$ cat src/source/fetch_pkg.sv
package fetch_pkg;

    // word and packet widths
    localparam int addr_w = 32;
    localparam int inst_w = 32;
    localparam int packet_w = 2 * inst_w;

    // byte offsets, typed as addresses so they add to a pc directly
    localparam logic [addr_w-1:0] fetch_step = 32'd8;
    localparam logic [addr_w-1:0] inst_bytes = 32'd4;

    // first fetch after reset
    localparam logic [addr_w-1:0] reset_pc = 32'hbfc0_0000;

    // packets held between bus and splitter
    localparam int queue_depth = 4;
    localparam int cnt_w = $clog2(queue_depth + 1);
    localparam int ptr_w = $clog2(queue_depth);

    // kind of redirect parked behind a waiting request
    typedef enum logic [1:0] {
        redir_none,
        redir_branch,
        redir_exc
    } redirect_kind_e;

    // halted after a misaligned target until the next redirect
    typedef enum logic {
        fetch_run,
        fetch_halt
    } fetch_state_e;

    // which instruction of the packet goes out next
    typedef enum logic {
        slot_first,
        slot_second
    } slot_e;

endpackage

$ cat src/source/pc_gen.sv
`timescale 1ns/1ps

module pc_gen (
    input  logic                             clk,
    input  logic                             reset,
    input  logic                             i_exc_valid,
    input  logic [fetch_pkg::addr_w-1:0]     i_exc_pc,
    input  logic                             i_branch_valid,
    input  logic [fetch_pkg::addr_w-1:0]     i_branch_pc,
    input  logic                             i_iresp_addr_ok,
    input  logic                             i_iresp_data_ok,
    input  logic [fetch_pkg::packet_w-1:0]   i_iresp_data,
    input  logic [fetch_pkg::cnt_w-1:0]      i_q_count,
    output logic                             o_ireq_valid,
    output logic [fetch_pkg::addr_w-1:0]     o_ireq_addr,
    output logic                             o_q_push,
    output logic [fetch_pkg::addr_w-1:0]     o_q_pc,
    output logic [fetch_pkg::packet_w-1:0]   o_q_data,
    output logic                             o_q_exc,
    output logic                             o_q_clear
);

    logic [fetch_pkg::addr_w-1:0] pc;
    logic [fetch_pkg::addr_w-1:0] saved_pc;
    fetch_pkg::redirect_kind_e    saved_kind;
    fetch_pkg::fetch_state_e      state;
    logic [fetch_pkg::cnt_w-1:0]  outstanding;
    logic [fetch_pkg::cnt_w-1:0]  outstanding_next;
    logic [fetch_pkg::cnt_w-1:0]  kill;
    logic [fetch_pkg::cnt_w:0]    used;

    // pcs of requests still waiting for data, in bus order
    logic [fetch_pkg::addr_w-1:0] pc_fifo [fetch_pkg::queue_depth];
    logic [fetch_pkg::ptr_w-1:0]  pf_wr;
    logic [fetch_pkg::ptr_w-1:0]  pf_rd;

    logic                         in_valid;
    logic [fetch_pkg::addr_w-1:0] in_pc;
    logic                         take_in;
    logic                         pending;
    logic                         accept;
    logic                         misaligned;
    logic                         exc_push;
    logic                         resp_push;
    logic                         apply_saved;

    // exception target always beats branch target
    assign in_valid = i_exc_valid | i_branch_valid;
    assign in_pc = i_exc_valid ? i_exc_pc : i_branch_pc;
    // a branch never replaces a parked exception
    assign take_in = i_exc_valid | (i_branch_valid & (saved_kind != fetch_pkg::redir_exc));

    assign misaligned = pc[1:0] != 2'b00;
    assign used = {1'b0, i_q_count} + {1'b0, outstanding};

    assign o_ireq_valid = (state == fetch_pkg::fetch_run) && !misaligned &&
                          (used < (fetch_pkg::cnt_w + 1)'(fetch_pkg::queue_depth));
    assign o_ireq_addr = pc;

    assign pending = o_ireq_valid & ~i_iresp_addr_ok;
    assign accept = o_ireq_valid & i_iresp_addr_ok;
    // a parked redirect only exists while its request waits, so this is the accept edge
    assign apply_saved = (saved_kind != fetch_pkg::redir_none) & ~pending;

    assign outstanding_next = outstanding + (fetch_pkg::cnt_w)'(accept)
                              - (fetch_pkg::cnt_w)'(i_iresp_data_ok);

    // stale beats and anything in the redirect cycle never reach the queue
    assign resp_push = i_iresp_data_ok & (kill == '0) & ~in_valid;
    assign exc_push = (state == fetch_pkg::fetch_run) & misaligned & ~in_valid;

    assign o_q_push = resp_push | exc_push;
    assign o_q_pc = exc_push ? pc : pc_fifo[pf_rd];
    assign o_q_data = exc_push ? '0 : i_iresp_data;
    assign o_q_exc = exc_push;
    assign o_q_clear = in_valid;

    always_ff @(posedge clk) begin
        if (reset) begin
            pc <= fetch_pkg::reset_pc;
            state <= fetch_pkg::fetch_run;
            saved_kind <= fetch_pkg::redir_none;
            outstanding <= '0;
            kill <= '0;
            pf_wr <= '0;
            pf_rd <= '0;
        end else begin
            outstanding <= outstanding_next;
            if (accept) begin
                pf_wr <= pf_wr + 1'b1;
            end
            if (i_iresp_data_ok) begin
                pf_rd <= pf_rd + 1'b1;
            end

            // everything still in flight belongs to the old stream
            if (in_valid || apply_saved) begin
                kill <= outstanding_next;
            end else if (i_iresp_data_ok && kill != '0) begin
                kill <= kill - 1'b1;
            end

            if (pending) begin
                if (take_in) begin
                    saved_kind <= i_exc_valid ? fetch_pkg::redir_exc : fetch_pkg::redir_branch;
                end
            end else if (take_in) begin
                pc <= in_pc;
                state <= fetch_pkg::fetch_run;
                saved_kind <= fetch_pkg::redir_none;
            end else if (apply_saved) begin
                pc <= saved_pc;
                state <= fetch_pkg::fetch_run;
                saved_kind <= fetch_pkg::redir_none;
            end else begin
                if (accept) begin
                    pc <= pc + fetch_pkg::fetch_step;
                end
                if (exc_push) begin
                    state <= fetch_pkg::fetch_halt;
                end
            end
        end
    end

    always_ff @(posedge clk) begin
        if (pending && take_in) begin
            saved_pc <= in_pc;
        end
        if (accept) begin
            pc_fifo[pf_wr] <= pc;
        end
    end

    // bus handshake: a waiting request may not move or vanish
    a_req_hold: assert property (@(posedge clk) disable iff (reset)
        pending |=> o_ireq_valid && $stable(o_ireq_addr));

endmodule

$ cat src/source/fetch_queue.sv
`timescale 1ns/1ps

module fetch_queue (
    input  logic                             clk,
    input  logic                             reset,
    input  logic                             i_push,
    input  logic [fetch_pkg::addr_w-1:0]     i_pc,
    input  logic [fetch_pkg::packet_w-1:0]   i_data,
    input  logic                             i_exc,
    input  logic                             i_clear,
    input  logic                             i_pk_ready,
    output logic [fetch_pkg::cnt_w-1:0]      o_count,
    output logic                             o_pk_valid,
    output logic [fetch_pkg::addr_w-1:0]     o_pk_pc,
    output logic [fetch_pkg::packet_w-1:0]   o_pk_data,
    output logic                             o_pk_exc
);

    logic [fetch_pkg::addr_w-1:0]     mem_pc [fetch_pkg::queue_depth];
    logic [fetch_pkg::packet_w-1:0]   mem_data [fetch_pkg::queue_depth];
    logic [fetch_pkg::queue_depth-1:0] mem_exc;

    // extra msb tells full from empty
    logic [fetch_pkg::ptr_w:0] wr_ptr;
    logic [fetch_pkg::ptr_w:0] rd_ptr;

    logic mem_empty;
    logic pop;
    logic load;

    assign mem_empty = wr_ptr == rd_ptr;
    assign pop = o_pk_valid & i_pk_ready;
    // refill the head register when it is free or leaving
    assign load = ~mem_empty & (~o_pk_valid | i_pk_ready);

    always_ff @(posedge clk) begin
        if (reset || i_clear) begin
            wr_ptr <= '0;
            rd_ptr <= '0;
            o_pk_valid <= 1'b0;
            o_count <= '0;
        end else begin
            if (i_push) begin
                wr_ptr <= wr_ptr + 1'b1;
            end
            if (load) begin
                rd_ptr <= rd_ptr + 1'b1;
            end
            o_pk_valid <= load | (o_pk_valid & ~i_pk_ready);

            // count covers the head register too
            if (i_push && !pop) begin
                o_count <= o_count + 1'b1;
            end else if (!i_push && pop) begin
                o_count <= o_count - 1'b1;
            end
        end
    end

    always_ff @(posedge clk) begin
        if (i_push) begin
            mem_pc[wr_ptr[fetch_pkg::ptr_w-1:0]] <= i_pc;
            mem_data[wr_ptr[fetch_pkg::ptr_w-1:0]] <= i_data;
            mem_exc[wr_ptr[fetch_pkg::ptr_w-1:0]] <= i_exc;
        end
        if (load) begin
            o_pk_pc <= mem_pc[rd_ptr[fetch_pkg::ptr_w-1:0]];
            o_pk_data <= mem_data[rd_ptr[fetch_pkg::ptr_w-1:0]];
            o_pk_exc <= mem_exc[rd_ptr[fetch_pkg::ptr_w-1:0]];
        end
    end

    // producer credit must keep us from overflowing
    a_no_overflow: assert property (@(posedge clk) disable iff (reset)
        i_push |-> o_count < (fetch_pkg::cnt_w)'(fetch_pkg::queue_depth));

endmodule

$ cat src/source/inst_split.sv
`timescale 1ns/1ps

module inst_split (
    input  logic                             clk,
    input  logic                             reset,
    input  logic                             i_pk_valid,
    input  logic [fetch_pkg::addr_w-1:0]     i_pk_pc,
    input  logic [fetch_pkg::packet_w-1:0]   i_pk_data,
    input  logic                             i_pk_exc,
    input  logic                             i_flush,
    input  logic                             i_inst_ready,
    output logic                             o_pk_ready,
    output logic                             o_inst_valid,
    output logic [fetch_pkg::addr_w-1:0]     o_inst_pc,
    output logic [fetch_pkg::inst_w-1:0]     o_inst_raw,
    output logic                             o_inst_exc
);

    fetch_pkg::slot_e                 slot;
    logic                             hold_valid;
    logic [fetch_pkg::addr_w-1:0]     hold_pc;
    logic [fetch_pkg::packet_w-1:0]   hold_data;
    logic                             hold_exc;

    logic last_slot;
    logic out_fire;

    // exception packets carry a single instruction
    assign last_slot = hold_exc | (slot == fetch_pkg::slot_second);
    assign out_fire = hold_valid & i_inst_ready;
    assign o_pk_ready = ~hold_valid | (out_fire & last_slot);

    assign o_inst_valid = hold_valid;
    assign o_inst_exc = hold_exc;

    always_comb begin
        if (slot == fetch_pkg::slot_second) begin
            o_inst_pc = hold_pc + fetch_pkg::inst_bytes;
            o_inst_raw = hold_data[fetch_pkg::packet_w-1:fetch_pkg::inst_w];
        end else begin
            o_inst_pc = hold_pc;
            o_inst_raw = hold_data[fetch_pkg::inst_w-1:0];
        end
    end

    always_ff @(posedge clk) begin
        if (reset || i_flush) begin
            // redirect drops the packet in hand
            hold_valid <= 1'b0;
            slot <= fetch_pkg::slot_first;
        end else if (o_pk_ready) begin
            hold_valid <= i_pk_valid;
            slot <= fetch_pkg::slot_first;
        end else if (out_fire) begin
            slot <= fetch_pkg::slot_second;
        end
    end

    always_ff @(posedge clk) begin
        if (o_pk_ready && i_pk_valid) begin
            hold_pc <= i_pk_pc;
            hold_data <= i_pk_data;
            hold_exc <= i_pk_exc;
        end
    end

    // output side may not change under back-pressure unless redirected
    a_out_stable: assert property (@(posedge clk) disable iff (reset)
        o_inst_valid && !i_inst_ready && !i_flush |=>
            o_inst_valid && $stable(o_inst_pc) && $stable(o_inst_raw) && $stable(o_inst_exc));

endmodule

$ cat src/source/fetch_top.sv
`timescale 1ns/1ps

module fetch_top (
    input  logic                             clk,
    input  logic                             reset,
    input  logic                             i_exc_valid,
    input  logic [fetch_pkg::addr_w-1:0]     i_exc_pc,
    input  logic                             i_branch_valid,
    input  logic [fetch_pkg::addr_w-1:0]     i_branch_pc,
    output logic                             o_ireq_valid,
    output logic [fetch_pkg::addr_w-1:0]     o_ireq_addr,
    input  logic                             i_iresp_addr_ok,
    input  logic                             i_iresp_data_ok,
    input  logic [fetch_pkg::packet_w-1:0]   i_iresp_data,
    output logic                             o_inst_valid,
    output logic [fetch_pkg::addr_w-1:0]     o_inst_pc,
    output logic [fetch_pkg::inst_w-1:0]     o_inst_raw,
    output logic                             o_inst_exc,
    input  logic                             i_inst_ready
);

    // pc generator to queue
    logic                           q_push;
    logic [fetch_pkg::addr_w-1:0]   q_pc;
    logic [fetch_pkg::packet_w-1:0] q_data;
    logic                           q_exc;
    logic                           q_clear;
    logic [fetch_pkg::cnt_w-1:0]    q_count;

    // queue to splitter
    logic                           pk_valid;
    logic [fetch_pkg::addr_w-1:0]   pk_pc;
    logic [fetch_pkg::packet_w-1:0] pk_data;
    logic                           pk_exc;
    logic                           pk_ready;

    pc_gen pc_gen0 (
        .clk, .reset, .i_exc_valid, .i_exc_pc, .i_branch_valid, .i_branch_pc,
        .i_iresp_addr_ok, .i_iresp_data_ok, .i_iresp_data, .i_q_count(q_count),
        .o_ireq_valid, .o_ireq_addr, .o_q_push(q_push), .o_q_pc(q_pc),
        .o_q_data(q_data), .o_q_exc(q_exc), .o_q_clear(q_clear)
    );

    fetch_queue fetch_queue0 (
        .clk, .reset, .i_push(q_push), .i_pc(q_pc), .i_data(q_data), .i_exc(q_exc),
        .i_clear(q_clear), .i_pk_ready(pk_ready), .o_count(q_count),
        .o_pk_valid(pk_valid), .o_pk_pc(pk_pc), .o_pk_data(pk_data), .o_pk_exc(pk_exc)
    );

    inst_split inst_split0 (
        .clk, .reset, .i_pk_valid(pk_valid), .i_pk_pc(pk_pc), .i_pk_data(pk_data),
        .i_pk_exc(pk_exc), .i_flush(q_clear), .i_inst_ready, .o_pk_ready(pk_ready),
        .o_inst_valid, .o_inst_pc, .o_inst_raw, .o_inst_exc
    );

endmodule

$ cat config.mk
export PLATFORM = sky130hd
export DESIGN_NAME = fetch_top
export DESIGN_NICKNAME = d
export VERILOG_FILES = /design/src/source/fetch_pkg.sv /design/src/source/pc_gen.sv /design/src/source/fetch_queue.sv /design/src/source/inst_split.sv /design/src/source/fetch_top.sv
export SDC_FILE = /design/constraint.sdc
export NUM_CORES = 1
export LEC_CHECK = 0
export BUFFER_PORTS_ARGS = -buffer_cell sky130_fd_sc_hd__buf_2
export CORE_MARGIN = 2
export CORE_UTILIZATION = 41
export DETAILED_ROUTE_END_ITERATION = 7
export SLEW_MARGIN = 20
export SYNTH_ARGS = -nofsm -noshare
export SYNTH_HDL_FRONTEND = slang
export SYNTH_HIERARCHICAL = 1
export SYNTH_SLANG_ARGS = --single-unit
$ cat constraint.sdc
create_clock -name clk -period 7.4 [get_ports clk]
set_clock_uncertainty 0.1 [all_clocks]
set_input_delay 0.74 -clock clk [delete_from_list [all_inputs] [get_ports clk]]
set_output_delay 0.74 -clock clk [all_outputs]
set_load 0.02 [all_outputs]
==> impl_metrics.ini <==
[run_status]
status = finished, final reports clean

[routing]
vias = 16041
routed_via_density = 5.33
drtAntennaViolNets = 0
drt_iter0_drc = 1344
wirelength_um = 66400
first_pass_iters = 5
route.detailed.drc = 0
routedWlPerCell_um = 22.1

[timing]
fin_ws_ns = 3.41
slew_violations = 0
worstMarginPinSlew_ns = 1.00
setup_tns_ns = 0
final.period_utilization_pct = 54.0
relSlewSlack_pct = 33.3
fin_crit_ns = 3.99
fmax_mhz = 250
rsz0062_at_grt = false
hold_violations = 0
finalSetupViolCount = 0

[yosys]
synth_area_mm2 = 0.0314
yosys_warnings = 6
synth_adder_area_share_pct = 0.844
synth_cells = 1653
ys_top_cells_by_area = edfxtp_1 (71%), mux4_2 (9.2%), dfxtp_1 (3.8%), mux2_2 (3.4%), nor2b_1 (1.4%)
synth_top_family_by_area = multiplexers
syn_nets = 1808
yosys.area.top_type = edfxtp_1
synth-simple-area-share_pct = 5.15
synth_xor_area_share_pct = 1.58
dominantRegCellSynth = edfxtp_1
synth_edf_count = 742
async_flop_share_pct = 0
ys_ff_latch = 801
yosysSeqAreaShare_pct = 74.6
muxShareOfSynthArea_pct = 12.7
synth_commonest_cells = edfxtp_1 (742), mux4_2 (129), mux2_2 (94)
synth_compound_area_share_pct = 3.49
ys_types = 76
yosysMostFrequentCell = edfxtp_1
synth_area_per_cell_um2 = 19.0
synth_top_area_share_pct = 70.9

[placement]
placed_cells = 2856
place_ws_ns = 2.74
port_buffers = 233
dp_hpwl_um = 40900
globalplace.congestion = 0.796

[clock_tree]
clock_latency_ns = 0.62
cts_buffers = 83
post-cts-setup-buffers = 0
htreeDepth = 3
clk_transition_reported_paths_ns = 0.06
clockBufferDepth = 3
root_buffer = clkbuf_16
clock_sinks = 801
cts_tree = yes
ctsResizeCount = 0
cts_hold_buffers = 0

[floorplan]
fp.dieW_um = 281
core_mm2 = 0.0759
start_util_pct = 41.4
io_pins = 234
die_h_um = 281
dieArea_mm2 = 0.0789
rows = 101

[pwr]
p_leak_nw = 11.9
power.total_mw = 10.5
power_frac_seq_pct = 52.5
pwr-share-clk_pct = 38.2
switchingPower_mw = 2.46
share_comb_of_total_power_pct = 9.3
internal-power_mw = 8.03
peakVddDrop_uv = 162
powerDensity_mw_per_mm2 = 289
swShare_pct = 23.5

[layout]
n_antenna_cell = 0
final_nets = 2066
post_layout_nonfiller_instances = 3009
fillers = 6354
drive_gt1_share_pct = 31.7
syn_to_final_growth_pct = 15.5
utilization_pct = 47.8

[min_path]
hp-class = flop to flop

[worst_setup_path]
worstPathRequired_ns = 7.55
start_kind = input port
crit_buf_inv = 4
crit_top_cell = buf_4
slowest_stage = and2_4
crit_path_max_incr_delay_ns = 0.65
critPathKind = input port to flop
path_cells = buf_2 -> nor2_1 -> inv_1 -> nor3_4 -> buf_4 -> a41o_1 -> and2_4 -> buf_4
cp_max_fo = 47
crit_family = buffers and inverters
cp.arrival_ns = 4.14
cp-end-kind = flop

[global_route]
antenna_found_initial = 1
overflow = 0
grt_use_met1_pct = 23.7
grt_max_degree = 68
track_usage_pct = 16.8
busiest_layer = met2
grt_pass1_vias = 16260
use_met3_pct = 3.17
grt_pass1_wl_um = 100000
met2_usage_pct = 26.9

[job]
cap_violations = 0
[cells in the final DEF (no fill, tap or decap), types with 13 or more instances in the layout]
| master | n |
|---|---|
| clkbuf_16 | 86 |
| nand2_1 | 41 |
| nor3_1 | 13 |
| o21ai_0 | 30 |
| nand4_1 | 23 |
| dfxtp_1 | 54 |
| mux2_2 | 94 |
| clkinv_2 | 15 |
| nand3_1 | 21 |
| clkinv_1 | 16 |
| a21oi_1 | 41 |
| mux4_2 | 129 |
| nor2b_1 | 68 |
| buf_2 | 233 |
| xnor2_1 | 33 |
| buf_4 | 20 |
| ha_1 | 18 |
| edfxtp_1 | 742 |
| nor2_1 | 40 |
| xor2_1 | 20 |
| inv_1 | 24 |
| clkbuf_1 | 22 |
[registers in the layout, summed over array words and instances, names as in the netlist, 2 cells and up, named ones only]
name / count
inst_split0/hold_data: 64
pc_gen0/kill: 3
fetch_queue0/wr_ptr: 3
inst_split0/hold_pc: 32
fetch_queue0/o_count: 3
pc_gen0/saved_pc: 32
fetch_queue0/o_pk_data: 64
pc_gen0/outstanding: 3
fetch_queue0/rd_ptr: 3
pc_gen0/o_ireq_addr: 32
fetch_queue0/mem_pc: 128
pc_gen0/pf_rd: 2
fetch_queue0/mem_exc: 4
fetch_queue0/o_pk_pc: 32
pc_gen0/pc_fifo: 128
pc_gen0/saved_kind: 2
fetch_queue0/mem_data: 256
pc_gen0/pf_wr: 2
[per-stage QoR]
step / hold slack [ns] / cell area, um2
6_report: 0.310 / 36300
4_1_cts: 0.290 / 36300
2_1_floorplan: 0.300 / 31400
3_3_place_gp: 0.300 / 33700
5_1_grt: 0.314 / 36300
3_5_place_dp: 0.305 / 33700
[kinds of logic after synthesis]
group	after synthesis
AO/OA/AOI/OAI	162
XOR/XNOR	55
adder cells (fa/ha/maj)	20
buffers and inverters	106
flip-flops	801
multiplexers	226
AND/OR/NAND/NOR	283
[cell type report]
cell class                 instances  area [um2]  area share (%)
inverter                          24        90.1           0.248
multi-input combinational        746        7500            20.7
tap                             1030        1290            3.55
clock buffer                     110        2260            6.23
timing repair buffer             255        1340            3.69
sequential                       801       23500            64.6
clock inverter                    43         367            1.01
[power by group through the flow]
stage	logic [mW]	clock network (mW)	registers (mW)
3_3_place_gp	0.951	0	5.59
3_5_place_dp	0.978	0	5.60
4_1_cts	0.985	4.12	5.51
5_1_grt	1.06	4.29	5.54
2_1_floorplan	0.623	0	5.56
6_report	0.972	4.01	5.51
[path summary, 6_finish.rpt]
| path | startpoint | to | slack, ns | cells after the start |
|---|---|---|---|---|
| setup / recovery | i_exc_valid | fetch_queue0/mem_data[3][44] | 3.41 | 8 |
| hold / removal | fetch_queue0/o_pk_pc[1] | inst_split0/hold_pc[1] | 0.31 | 0 |
| setup reg to reg | inst_split0/slot | fetch_queue0/o_pk_data[54] | 3.87 | 7 |
| hold reg to reg | fetch_queue0/o_pk_pc[1] | inst_split0/hold_pc[1] | 0.31 | 0 |
[routing by layer]
metal | vias to the layer above | wire [um] | share of wire, %
met2 | 527 | 31500 | 47
met1 | 8252 | 29600 | 45
met4 | 0 | 1250 | 1.9
met5 | - | 0 | 0
li1 | 7176 | - | -
met3 | 86 | 4110 | 6.2
[worst register-to-register path: cells and delay by family, from the launching register on]
family	cells	cell delay, ns
buffers and inverters	3	1.87
AND/OR/NAND/NOR	2	0.39
AO/OA/AOI/OAI	2	0.42
flip-flops	1	0.31
(Power assumes the default switching activity.)
